==> config.mk <==
export PLATFORM = sky130hd
export DESIGN_NAME = check_extrema
export DESIGN_NICKNAME = d
export VERILOG_FILES = /design/src/hw/extrema_pkg.sv /design/src/hw/window_if.sv /design/src/hw/check_extrema.sv /design/src/hw/keypoint_writer.sv /design/src/hw/extremum_compare.sv /design/src/hw/window_fetch.sv /design/src/hw/pixel_reader.sv
export SDC_FILE = /design/constraint.sdc
export NUM_CORES = 1
export LEC_CHECK = 0
export BUFFER_PORTS_ARGS = -buffer_cell sky130_fd_sc_hd__buf_2
export CELL_PAD_IN_SITES_DETAIL_PLACEMENT = 0
export CELL_PAD_IN_SITES_GLOBAL_PLACEMENT = 1
export CORE_AREA = 2 2 214 216
export DETAILED_ROUTE_END_ITERATION = 6
export DIE_AREA = 0 0 216 218
export PLACE_DENSITY = 0.6
export SLEW_MARGIN = 20
export SYNTH_ARGS = -nofsm -noshare
export SYNTH_HDL_FRONTEND = slang
export SYNTH_SLANG_ARGS = --single-unit
==> constraint.sdc <==
create_clock -name clk -period 3.86 [get_ports clk]
set_input_delay 0.193 -clock clk [delete_from_list [all_inputs] [get_ports clk]]
set_output_delay 0.193 -clock clk [all_outputs]
set_load 0.02 [all_outputs]
==> src/hw/extrema_pkg.sv <==
`default_nettype none

package extrema_pkg;

  // image geometry
  localparam int IMG_DIM = 8;
  localparam int PIXEL_BITS = 9;
  localparam int COORD_BITS = $clog2(IMG_DIM);
  localparam int ADDR_BITS = $clog2(IMG_DIM * IMG_DIM);

  // interior scan runs from 1 up to this coordinate on both axes
  localparam int LAST_INNER = IMG_DIM - 2;

  // cycles from registered address to valid BRAM data
  localparam int READ_WAIT = 3;
  localparam int WAIT_BITS = $clog2(READ_WAIT + 1);

  // 3x3 neighbourhood
  localparam int WIN_SIDE = 3;
  localparam int WIN_SIZE = WIN_SIDE * WIN_SIDE;

  typedef logic signed [PIXEL_BITS-1:0] pixel_t;
  typedef logic [COORD_BITS-1:0] coord_t;
  typedef logic [ADDR_BITS-1:0] addr_t;

  // {x, y, image bit}
  typedef logic [2*COORD_BITS:0] key_t;

  // window positions in row-major order, so the value is the window index
  typedef enum logic [3:0] {
    NB_TOP_LEFT, NB_TOP, NB_TOP_RIGHT,
    NB_LEFT, NB_MIDDLE, NB_RIGHT,
    NB_BOT_LEFT, NB_BOT, NB_BOT_RIGHT,
    NB_NONE
  } neighbor_t;

  typedef enum logic [2:0] {
    SCAN_IDLE, SCAN_LOAD_ROW, SCAN_CHECK, SCAN_ADVANCE, SCAN_SHIFT_RIGHT
  } scan_state_t;

  typedef enum logic [1:0] {
    WR_IDLE, WR_SECOND, WR_FINISH, WR_WRAP_UP
  } writer_state_t;

endpackage

`default_nettype wire
==> src/hw/window_if.sv <==
`timescale 1ns/1ps
`default_nettype none

interface window_if;
  import extrema_pkg::*;

  // both neighbourhoods, indexed by neighbor_t
  pixel_t first_win [WIN_SIZE];
  pixel_t second_win [WIN_SIZE];

  // centre of the current window
  coord_t cx;
  coord_t cy;

  logic check_strobe;
  logic scan_done;

  modport fetch (
    output first_win, second_win, cx, cy, check_strobe, scan_done
  );

  modport compare (
    input first_win, second_win, cx, cy, check_strobe
  );

  modport writer (
    input scan_done
  );

endinterface

`default_nettype wire

==> src/hw/check_extrema.sv <==
`timescale 1ns/1ps
`default_nettype none

module check_extrema (
  input  logic clk,
  input  logic rst_in,
  input  logic enable,
  input  extrema_pkg::pixel_t first_data,
  input  extrema_pkg::pixel_t second_data,
  output extrema_pkg::addr_t first_address,
  output extrema_pkg::addr_t second_address,
  output logic key_wea,
  output logic done_checking,
  output extrema_pkg::key_t key_out
);
  import extrema_pkg::*;

  // fetch to reader
  logic read_req;
  logic read_done;
  coord_t rx;
  coord_t ry;

  // compare to writer
  logic hit_strobe;
  logic first_hit;
  logic second_hit;
  coord_t hx;
  coord_t hy;

  window_if win_bus ();

  pixel_reader reader_i (
    .clk           (clk),
    .rst_in        (rst_in),
    .read_req      (read_req),
    .rx            (rx),
    .ry            (ry),
    .first_address (first_address),
    .second_address(second_address),
    .read_done     (read_done)
  );

  window_fetch fetch_i (
    .clk        (clk),
    .rst_in     (rst_in),
    .enable     (enable),
    .read_req   (read_req),
    .rx         (rx),
    .ry         (ry),
    .read_done  (read_done),
    .first_data (first_data),
    .second_data(second_data),
    .win        (win_bus.fetch)
  );

  extremum_compare compare_i (
    .clk       (clk),
    .rst_in    (rst_in),
    .win       (win_bus.compare),
    .hit_strobe(hit_strobe),
    .first_hit (first_hit),
    .second_hit(second_hit),
    .hx        (hx),
    .hy        (hy)
  );

  keypoint_writer writer_i (
    .clk          (clk),
    .rst_in       (rst_in),
    .hit_strobe   (hit_strobe),
    .first_hit    (first_hit),
    .second_hit   (second_hit),
    .hx           (hx),
    .hy           (hy),
    .win          (win_bus.writer),
    .key_wea      (key_wea),
    .key_out      (key_out),
    .done_checking(done_checking)
  );

endmodule

`default_nettype wire

==> src/hw/keypoint_writer.sv <==
`timescale 1ns/1ps
`default_nettype none

module keypoint_writer (
  input  logic clk,
  input  logic rst_in,
  input  logic hit_strobe,
  input  logic first_hit,
  input  logic second_hit,
  input  extrema_pkg::coord_t hx,
  input  extrema_pkg::coord_t hy,
  window_if.writer win,
  output logic key_wea,
  output extrema_pkg::key_t key_out,
  output logic done_checking
);
  import extrema_pkg::*;

  writer_state_t state;

  // scan ended while a write was still in progress
  logic end_pending;

  always_ff @(posedge clk) begin
    if (rst_in) begin
      state <= WR_IDLE;
      end_pending <= 1'b0;
      key_wea <= 1'b0;
      key_out <= '0;
      done_checking <= 1'b0;
    end else begin
      key_wea <= 1'b0;
      done_checking <= 1'b0;
      if (win.scan_done) begin
        end_pending <= 1'b1;
      end
      case (state)
        WR_IDLE: begin
          if (hit_strobe) begin
            // image 0 goes first when both centres are extrema
            key_wea <= 1'b1;
            key_out <= {hx, hy, !first_hit};
            state <= (first_hit && second_hit) ? WR_SECOND : WR_FINISH;
          end else if (end_pending || win.scan_done) begin
            // all-zero end marker
            key_wea <= 1'b1;
            key_out <= '0;
            done_checking <= 1'b1;
            end_pending <= 1'b0;
            state <= WR_WRAP_UP;
          end
        end
        WR_SECOND: begin
          // one low cycle between the two writes
          if (!key_wea) begin
            key_wea <= 1'b1;
            key_out[0] <= 1'b1;
            state <= WR_FINISH;
          end
        end
        WR_FINISH: state <= WR_IDLE;
        WR_WRAP_UP: state <= WR_IDLE;
        default: state <= WR_IDLE;
      endcase
    end
  end

endmodule

`default_nettype wire

==> src/hw/extremum_compare.sv <==
`timescale 1ns/1ps
`default_nettype none

module extremum_compare (
  input  logic clk,
  input  logic rst_in,
  window_if.compare win,
  output logic hit_strobe,
  output logic first_hit,
  output logic second_hit,
  output extrema_pkg::coord_t hx,
  output extrema_pkg::coord_t hy
);
  import extrema_pkg::*;

  logic first_ext;
  logic second_ext;

  // strict signed test of the own centre against 8 own and 9 other values
  function automatic logic is_extremum(input pixel_t own [WIN_SIZE],
                                       input pixel_t other [WIN_SIZE]);
    pixel_t centre;
    logic above;
    logic below;
    centre = own[NB_MIDDLE];
    above = 1'b1;
    below = 1'b1;
    for (int i = 0; i < WIN_SIZE; i++) begin
      if (i != int'(NB_MIDDLE)) begin
        above &= (centre > own[i]);
        below &= (centre < own[i]);
      end
      above &= (centre > other[i]);
      below &= (centre < other[i]);
    end
    return above || below;
  endfunction

  assign first_ext = is_extremum(win.first_win, win.second_win);
  assign second_ext = is_extremum(win.second_win, win.first_win);

  always_ff @(posedge clk) begin
    if (rst_in) begin
      hit_strobe <= 1'b0;
    end else begin
      // only checks that found something are passed on
      hit_strobe <= win.check_strobe && (first_ext || second_ext);
    end
  end

  always_ff @(posedge clk) begin
    if (win.check_strobe) begin
      first_hit <= first_ext;
      second_hit <= second_ext;
      hx <= win.cx;
      hy <= win.cy;
    end
  end

endmodule

`default_nettype wire

==> src/hw/window_fetch.sv <==
`timescale 1ns/1ps
`default_nettype none

module window_fetch (
  input  logic clk,
  input  logic rst_in,
  input  logic enable,
  output logic read_req,
  output extrema_pkg::coord_t rx,
  output extrema_pkg::coord_t ry,
  input  logic read_done,
  input  extrema_pkg::pixel_t first_data,
  input  extrema_pkg::pixel_t second_data,
  window_if.fetch win
);
  import extrema_pkg::*;

  scan_state_t state;
  neighbor_t pos;
  neighbor_t next_pos;
  logic shift_now;

  // neighbour coordinates relative to the current centre
  always_comb begin
    case (pos)
      NB_TOP_LEFT, NB_LEFT, NB_BOT_LEFT: rx = win.cx - 1'b1;
      NB_TOP_RIGHT, NB_RIGHT, NB_BOT_RIGHT: rx = win.cx + 1'b1;
      default: rx = win.cx;
    endcase
    case (pos)
      NB_TOP_LEFT, NB_TOP, NB_TOP_RIGHT: ry = win.cy - 1'b1;
      NB_BOT_LEFT, NB_BOT, NB_BOT_RIGHT: ry = win.cy + 1'b1;
      default: ry = win.cy;
    endcase
  end

  // a row load walks all nine positions, a shift only the right column
  assign next_pos = (state == SCAN_SHIFT_RIGHT) ? neighbor_t'(pos + WIN_SIDE)
                                                : neighbor_t'(pos + 1);

  assign shift_now = (state == SCAN_SHIFT_RIGHT) && (pos == NB_NONE);

  // window registers
  always_ff @(posedge clk) begin
    if (shift_now) begin
      // move the middle and right columns one place left
      for (int r = 0; r < WIN_SIDE; r++) begin
        win.first_win[r*WIN_SIDE] <= win.first_win[r*WIN_SIDE + 1];
        win.first_win[r*WIN_SIDE + 1] <= win.first_win[r*WIN_SIDE + 2];
        win.second_win[r*WIN_SIDE] <= win.second_win[r*WIN_SIDE + 1];
        win.second_win[r*WIN_SIDE + 1] <= win.second_win[r*WIN_SIDE + 2];
      end
    end else if (read_done && pos != NB_NONE) begin
      win.first_win[pos] <= first_data;
      win.second_win[pos] <= second_data;
    end
  end

  // scan FSM
  always_ff @(posedge clk) begin
    if (rst_in) begin
      state <= SCAN_IDLE;
      pos <= NB_NONE;
      read_req <= 1'b0;
      win.cx <= coord_t'(1);
      win.cy <= coord_t'(1);
      win.check_strobe <= 1'b0;
      win.scan_done <= 1'b0;
    end else begin
      read_req <= 1'b0;
      win.check_strobe <= 1'b0;
      win.scan_done <= 1'b0;
      case (state)
        SCAN_IDLE: begin
          if (enable) begin
            win.cx <= coord_t'(1);
            win.cy <= coord_t'(1);
            pos <= NB_TOP_LEFT;
            read_req <= 1'b1;
            state <= SCAN_LOAD_ROW;
          end
        end
        SCAN_LOAD_ROW, SCAN_SHIFT_RIGHT: begin
          if (shift_now) begin
            pos <= NB_TOP_RIGHT;
            read_req <= 1'b1;
          end else if (read_done) begin
            // bottom right is the last read in both walks
            if (pos == NB_BOT_RIGHT) begin
              pos <= NB_NONE;
              win.check_strobe <= 1'b1;
              state <= SCAN_CHECK;
            end else begin
              pos <= next_pos;
              read_req <= 1'b1;
            end
          end
        end
        SCAN_CHECK: begin
          // compare samples the window during this cycle
          state <= SCAN_ADVANCE;
        end
        SCAN_ADVANCE: begin
          if (win.cx < coord_t'(LAST_INNER)) begin
            win.cx <= win.cx + 1'b1;
            state <= SCAN_SHIFT_RIGHT;
          end else if (win.cy < coord_t'(LAST_INNER)) begin
            win.cx <= coord_t'(1);
            win.cy <= win.cy + 1'b1;
            pos <= NB_TOP_LEFT;
            read_req <= 1'b1;
            state <= SCAN_LOAD_ROW;
          end else begin
            win.scan_done <= 1'b1;
            state <= SCAN_IDLE;
          end
        end
        default: state <= SCAN_IDLE;
      endcase
    end
  end

endmodule

`default_nettype wire

==> src/hw/pixel_reader.sv <==
`timescale 1ns/1ps
`default_nettype none

module pixel_reader (
  input  logic clk,
  input  logic rst_in,
  input  logic read_req,
  input  extrema_pkg::coord_t rx,
  input  extrema_pkg::coord_t ry,
  output extrema_pkg::addr_t first_address,
  output extrema_pkg::addr_t second_address,
  output logic read_done
);
  import extrema_pkg::*;

  addr_t req_addr;
  logic busy;
  logic [WAIT_BITS-1:0] wait_cnt;

  // both images are read at the same row-major address
  assign req_addr = addr_t'(ry * IMG_DIM + rx);

  always_ff @(posedge clk) begin
    if (rst_in) begin
      first_address <= '0;
      second_address <= '0;
      busy <= 1'b0;
      wait_cnt <= '0;
      read_done <= 1'b0;
    end else begin
      read_done <= 1'b0;
      if (busy) begin
        // count down the fixed BRAM latency
        if (wait_cnt == '0) begin
          busy <= 1'b0;
          read_done <= 1'b1;
        end else begin
          wait_cnt <= wait_cnt - 1'b1;
        end
      end else if (read_req) begin
        first_address <= req_addr;
        second_address <= req_addr;
        wait_cnt <= WAIT_BITS'(READ_WAIT - 1);
        busy <= 1'b1;
      end
    end
  end

endmodule

`default_nettype wire

After elaboration in Yosys (flattened, before gate mapping). Index checks and enable logic that the tools add are counted.

Bits in registers: 209. Output and inout bits: 21. Logic and storage cells: 326.

Add/sub/neg operators: 8. $lt $le $gt $ge: 72. Eq/ne operators: 27. Muxes and demuxes: 68. Bitwise operators: 71. Reductions and logical operators: 40.

Operators with widths (count): 9-bit > comparator (34); 9-bit less-than comparator (34); 81-bit bitwise mux (2); 81-bit two-way mux (2); 18-bit two-way mux (6); 1-bit AND (64); 9-bit demux with 4-bit select (1); 4-bit two-way mux (7); 3-bit two-way mux (9); 3-bit one-hot mux with 2 select lines (4); 1-bit two-way mux (21); 3-bit OR reduction (6); 2-bit two-way mux (7); 7-bit two-way mux (2); 4-bit by 3-bit == test with 1-bit output, second input constant (3); 2-bit != test, second input constant (6); 3-bit one-hot mux with 4 select lines (1); 4-bit one-hot mux with 3 select lines (1); 2-bit AND reduction (5); 2-bit nonzero test (5); 9-bit two-way mux (1); 4-bit by 2-bit == test with 1-bit output, second input constant (2); 4-bit == test, second input constant (2); 4-bit AND reduction (2); other kinds (35) (59).

Logic depth before layout (Yosys ltp).
Depth in word-level cells: 20. Depth in mapped cells: 11. Mapped depth without buffers: 11.

Hierarchy. Synthesis repeated with hierarchy kept, for this count alone.

Cells, all modules: 1573. Area total of the unflattened synthesis: 15935.3 sq um.

By module, submodules not included: extremum_compare (times used 1, cells an instance 1009, area an instance 7677.4 sq um, sequential area each 260.2 sq um); window_fetch (times used 1, cells an instance 481, area an instance 7355.8 sq um, sequential area each 5185.0 sq um); pixel_reader (times used 1, cells an instance 43, area an instance 451.7 sq um, sequential area each 200.2 sq um); keypoint_writer (times used 1, cells an instance 40, area an instance 450.4 sq um, sequential area each 240.2 sq um).

Least setup slack after synthesis. Ideal clock, no wire load.

Path kind: flip-flop to flip-flop. Start: reg fetch_i.win.first_win[44]. End: reg compare_i.hit_strobe. Library setup time: 0.059 ns. Arrival: 2.838 ns. Required time: 3.801 ns. Slack: 0.964 ns. Stages on the path, launching flop included: 11. Clock period less this slack: 2.896 ns. Path through: edfxtp_1 -> ha_1 -> nor4b_1 -> a21oi_1 -> o21ai_1 -> or4_1 -> or4_1 -> nor4_1 -> nand3_1 -> o31ai_2 -> o211a_1.

Cells in the longest elaborated chain, start to end: 20. Elaborated cells on any way between the ends: 90.

Ends and longest elaborated chain: start, declared (line window_if.sv:19) `output first_win, second_win, cx, cy, check_strobe, scan_done`; start signal, assigned by index (line window_fetch.sv:48) `win.first_win[r*WIN_SIDE] <= win.first_win[r*WIN_SIDE + 1];`; start signal, assigned by index (line window_fetch.sv:49) `win.first_win[r*WIN_SIDE + 1] <= win.first_win[r*WIN_SIDE + 2];`; start signal, assigned by index (line window_fetch.sv:54) `win.first_win[pos] <= first_data;`; 9-bit > comparator (tied with other cells) (line extremum_compare.sv:30) `above &= (centre > own[i]);`; 1-bit AND (on tied branches) (line extremum_compare.sv:33, extremum_compare.sv:34); 1-bit AND (on tied branches) (line extremum_compare.sv:30, extremum_compare.sv:31); 1-bit AND (on tied branches) (line extremum_compare.sv:33, extremum_compare.sv:34); 1-bit AND (on tied branches) (line extremum_compare.sv:30, extremum_compare.sv:31); 1-bit AND (on tied branches) (line extremum_compare.sv:33, extremum_compare.sv:34); 1-bit AND (on tied branches) (line extremum_compare.sv:30, extremum_compare.sv:31); 1-bit AND (on tied branches) (2 in a row) (line extremum_compare.sv:33, extremum_compare.sv:34); [... 4 more ...]; 1-bit AND (on tied branches) (line extremum_compare.sv:30, extremum_compare.sv:31); 1-bit AND (on tied branches) (line extremum_compare.sv:33, extremum_compare.sv:34); 1-bit AND (on tied branches) (line extremum_compare.sv:30, extremum_compare.sv:31); 1-bit AND (on tied branches) (line extremum_compare.sv:33, extremum_compare.sv:34); 1-bit logical OR * (line extremum_compare.sv:36) `return above || below;`; via compare_i.first_ext (line extremum_compare.sv:16) `logic first_ext;`; 1-bit logical OR * (line extremum_compare.sv:47) `hit_strobe <= win.check_strobe && (first_ext || second_ext);`; 1-bit logical AND * (line extremum_compare.sv:47); end signal, assigned (line extremum_compare.sv:47); end, declared (line extremum_compare.sv:8) `output logic hit_strobe,`.

Mark *: on every way through the listed nets, which the timed path passes. The rest lies on a longest branch. A chain may end at the register's enable or synchronous reset.

Worst setup path in the final report.
Start: reg fetch_i.win.first_win[36]. End: reg compare_i.first_hit, data pin.

Cells in the longest elaborated chain, start to end: 18. Elaborated cells on any way between the ends: 67.

Ends and longest elaborated chain: 9-bit > comparator (tied with other cells) (line extremum_compare.sv:30); 1-bit AND (on tied branches) (line extremum_compare.sv:33, extremum_compare.sv:34); 1-bit AND (on tied branches) (line extremum_compare.sv:30, extremum_compare.sv:31); 1-bit AND (on tied branches) (line extremum_compare.sv:33, extremum_compare.sv:34); 1-bit AND (on tied branches) (line extremum_compare.sv:30, extremum_compare.sv:31); 1-bit AND (on tied branches) (line extremum_compare.sv:33, extremum_compare.sv:34); 1-bit AND (on tied branches) (line extremum_compare.sv:30, extremum_compare.sv:31); 1-bit AND (on tied branches) (2 in a row) (line extremum_compare.sv:33, extremum_compare.sv:34); [... 2 more ...]; 1-bit AND (on tied branches) (line extremum_compare.sv:30, extremum_compare.sv:31); 1-bit AND (on tied branches) (line extremum_compare.sv:33, extremum_compare.sv:34); 1-bit AND (on tied branches) (line extremum_compare.sv:30, extremum_compare.sv:31); 1-bit AND (on tied branches) (line extremum_compare.sv:33, extremum_compare.sv:34); 1-bit AND (on tied branches) (line extremum_compare.sv:30, extremum_compare.sv:31); 1-bit AND (on tied branches) (line extremum_compare.sv:33, extremum_compare.sv:34); 1-bit logical OR * (line extremum_compare.sv:36); via compare_i.first_ext (line extremum_compare.sv:16); end signal, assigned (line extremum_compare.sv:53) `first_hit <= first_ext;`; end, declared (line extremum_compare.sv:9) `output logic first_hit,`.

Marked as above.

==> run summary <==
### Power
* **relative contribution of combinational cells to total power** 3.6%
* **Peak supply drop** 346.2 uV
* **relative contribution of sequential cells to total power** 48.8%
* **static leakage** 7.298 nW
* **power per unit of standard cell area** 285.6 nW/um^2
* **total power** 5.021 mW
* **clock network fraction of design power** 47.6%
* **reported net switching power** 1.158 mW
* **internal power** 3.864 mW
* **switching fraction of total power** 23.06%

### Setup path
* **stage delay of the slowest cell on the critical path** 0.52 ns
* **Worst R2R Start** fetch_i.win.first_win[36]$_DFFE_PP_
* **arrival time at the worst endpoint** 3.78 ns
* **kind of critical path** reg2reg
* **cell family with most CP delay** simple AND/OR/NAND/NOR gates
* **category of the worst setup path capture point** register
* **r2r endpoint** compare_i.first_hit$_DFFE_PP_
* **largest driver fanout on the critical path** 10
* **CP max stage cell** or4_1
* **CP Buf/Inv Count** 3
* **category of the worst setup path launch point** register
* **depth of the worst register-to-register path** 12
* **data required time of the worst path** 4.17 ns
* **critical-path cell list** inv_1, buf_4, buf_4, ha_1, nand3b_1, a21oi_1, o21ai_1, or4_1, or4_1, nor4_1, nand3_1, o31ai_2
* **slack of the worst reg-to-reg path** 0.39 ns

### Floorplanning
* **area of the die** 47090 sq um
* **DIE HEIGHT** 218 um
* **Floorplan Core Area** 44890 sq um
* **width of the chip** 216 um
* **starting density of the core** 34.53%
* **Top-Level Pins** 42
* **standard-cell row count** 78

### Clock tree
* **clock-pin slew of the registers on the worst-case setup and hold paths** 0.06 ns
* **number of buffers created by CTS** 25
* **# Post-CTS Setup Buffers** 0
* **Resize count post-CTS** 0
* **post-cts hold buffer count** 0
* **clock sink total** 209
* **buffers from clock root to sink, at most** 3
* **root buffer selected by CTS** clkbuf_16
* **clock latency reported for the late side of the worst-skew pair** 0.55 ns
* **deepest level of the CTS H-tree** 1
* **TritonCTS clock tree** done

### Cells and area
* **highest-count cells in the layout ignoring fill and taps** 303 x ha_1, 181 x inv_1, 170 x edfxtp_1
* **Core Util, Final** 39.17%
* **count of nets after finishing** 2026
* **count of filler cells inserted in the layout** 4529
* **final antenna diode count** 0
* **commonest non-fill, non-tap cell in the layout** ha_1
* **signed area change from the synthesized netlist to the final layout** 13.42%
* **fraction of layout instances using a drive strength above 1** 8.615%

### Placed design
* **pre-CTS setup slack** 0.4387 ns
* **detailed-placement wirelength estimate** 38.70 mm
* **final estimated routing congestion in global placement** 0.9132
* **number of buffers inserted by port buffering** 41

### Synth
* **Ys Warns** 0
* **number of unique standard cell types used by synthesis** 71
* **number of flops mapped to enable cells by yosys** 170
* **post-synthesis cell count** 1624
* **Main synth FF type** edfxtp_1
* **post-synth design cell area** 15500 sq um
* **flop and latch count out of synthesis** 209
* **syn avg cell area** 9.547 sq um
* **Area contributors post-synth** edfxtp_1 33%, ha_1 24%, dfxtp_1 5.0%
* **Seq/Total Area, Yosys** 37.96%
* **leading area contributor after synthesis** edfxtp_1
* **ys async rst share** 0%
* **net count after synthesis** 1949
* **share of the synthesized area in the top cell type** 32.93%

### Min path
* **Min-Delay Path Depth** 3
* **kind of path behind the tightest hold check** in2reg
* **Worst Hold Launch** enable
* **Min-Delay Endpoint** fetch_i.state[0]$_SDFFE_PP0P_

### STA
* **unrepaired setup endpoints after global routing** no
* **Max-Slew Margin vs Limit** 36.52%
* **accumulated negative setup slack** 0 ns
* **time the final worst path needs with I/O delays and setup** 3.467 ns
* **Slew Limit Fails** 0
* **fin crit share** 89.82%
* **setup ws final** 0.3930 ns
* **worst clock skew on the final layout** 0.01329 ns
* **maximum clock frequency** 288.4 MHz
* **Worst Tran Pin Value** 0.9503 ns
* **final hold vios** 0
* **total setup violations reported at the end of the flow** 0
* **Hold Worst Slack** 0.02473 ns

### Drt
* **aggregate routed wire length** 53.36 mm
* **post-DR wirelength/cell** 23.02 um
* **Antenna Nets Post-Route** 0
* **number of design rule violations left after detail routing** 0
* **number of iterations in the first detailed-routing pass** 5
* **via count** 12710
* **Vias per Instance** 5.484
* **first-iteration detailed-routing DRC count** 1068

### GRT
* **overall track demand over capacity in global routing** 22.81%
* **number of antenna violations at the first check in global routing** 0
* **met2 routing resource usage after global routing** 36.73%
* **GR Util met3** 2.762%
* **busiest layer in global routing** met2
* **global-route wire length before repair** 80.14 mm
* **largest net degree at the start of global routing** 72
* **overflow left after global routing** 0
* **via count of the first global-routing pass** 12550
* **global-route track usage on met1** 32.35%

### Outcome
* **run status** completed

### Flow run
* **maximum capacitance violations** 0

power by group through the flow:
stage,combinational [mW],clock [mW],sequential (mW)
3_5_place_dp,0.183,0,2.50
2_1_floorplan,0.104,0,2.48
3_3_place_gp,0.181,0,2.50
5_1_grt,0.203,2.52,2.45
6_report,0.183,2.39,2.45
4_1_cts,0.184,2.44,2.45
routing by layer:
metal	vias up	wire length [um]
li1	6189	-
met4	0	1330
met2	324	23900
met1	6130	25380
met5	-	0
met3	70	2752
state kept, by name, summed over array words and instances (netlist names), 2 cells and up:
name	cells
fetch_i.win.first_win	81
fetch_i.win.second_win	81
writer_i.key_out	7
reader_i.first_address	6
fetch_i.pos	4
compare_i.hx	3
compare_i.hy	3
fetch_i.state	3
fetch_i.win.cx	3
fetch_i.win.cy	3
reader_i.wait_cnt	2
writer_i.state	2
synthesized netlist by cell type, drive strengths merged, types with 8 or more instances:
cell	n
a22o	19
ha	303
a2111oi	8
nand4	34
nand3b	8
a211oi	17
a22oi	12
nor3	47
nor2	80
a31oi	14
nand3	55
o21ai	155
nor2b	26
buf	8
nand2	161
o21bai	12
o21a	9
clkbuf	32
inv	182
nor3b	8
mux2i	8
o211ai	11
edfxtp	170
nor4	12
a21oi	78
a21o	9
dfxtp	39
nand2b	12
worst max path at each step:
| stage | slack (ns) | cells after the start | to | from |
|---|---|---|---|---|
| 6_report | 0.39 | 12 | compare_i.first_hit$_DFFE_PP_ | fetch_i.win.first_win[36]$_DFFE_PP_ |
| 3_3_place_gp | 0.48 | 10 | compare_i.hit_strobe$_SDFF_PP0_ | fetch_i.win.first_win[39]$_DFFE_PP_ |
| 4_1_cts | 0.40 | 10 | compare_i.hit_strobe$_SDFF_PP0_ | fetch_i.win.first_win[39]$_DFFE_PP_ |
| 2_1_floorplan | 0.96 | 10 | compare_i.hit_strobe$_SDFF_PP0_ | fetch_i.win.first_win[44]$_DFFE_PP_ |
| 5_1_grt | 0.21 | 10 | compare_i.hit_strobe$_SDFF_PP0_ | fetch_i.win.first_win[39]$_DFFE_PP_ |
| 3_5_place_dp | 0.44 | 10 | compare_i.hit_strobe$_SDFF_PP0_ | fetch_i.win.first_win[39]$_DFFE_PP_ |
cell families after synthesis:
family | Yosys count | share of synthesized area, %
AOI/OAI and AO/OA | 392 | 15.71
xor gates and xnor gates | 6 | 0.3390
adders and majority gates | 304 | 24.58
buffers and inverters | 222 | 5.520
DFF | 209 | 37.96
muxes | 8 | 0.5165
and+or+nand+nor | 483 | 15.37
layout make-up:
| type | count | area [sq um] | area share [%] |
|---|---|---|---|
| multi-input combinational | 1193 | 8802 | 50.06 |
| sequential | 209 | 5886 | 33.47 |
| tap | 600 | 750.7 | 4.269 |
| inverter | 182 | 683.2 | 3.885 |
| timing repair buffer | 90 | 660.6 | 3.757 |
| clock buffer | 27 | 633.1 | 3.600 |
| clock inverter | 17 | 168.9 | 0.9606 |
per-stage QoR:
stage,area (sq um),std cells
floorplan,15500,1624
global placement,16770,2274
detailed placement,16780,2274
CTS,17580,2318
global route,17580,2318
finish,17580,2318
worst reg2reg max path, cell delays in order, from the launching register on:
cell and delay, ns:
edfxtp_1 0.32, inv_1 0.26, buf_4 0.29, buf_4 0.16, ha_1 0.17, nand3b_1 0.15, a21oi_1 0.16, o21ai_1 0.13
or4_1 0.51, or4_1 0.52, nor4_1 0.28, nand3_1 0.14, o31ai_2 0.15
No activity file was read; power rests on OpenSTA's default activity.
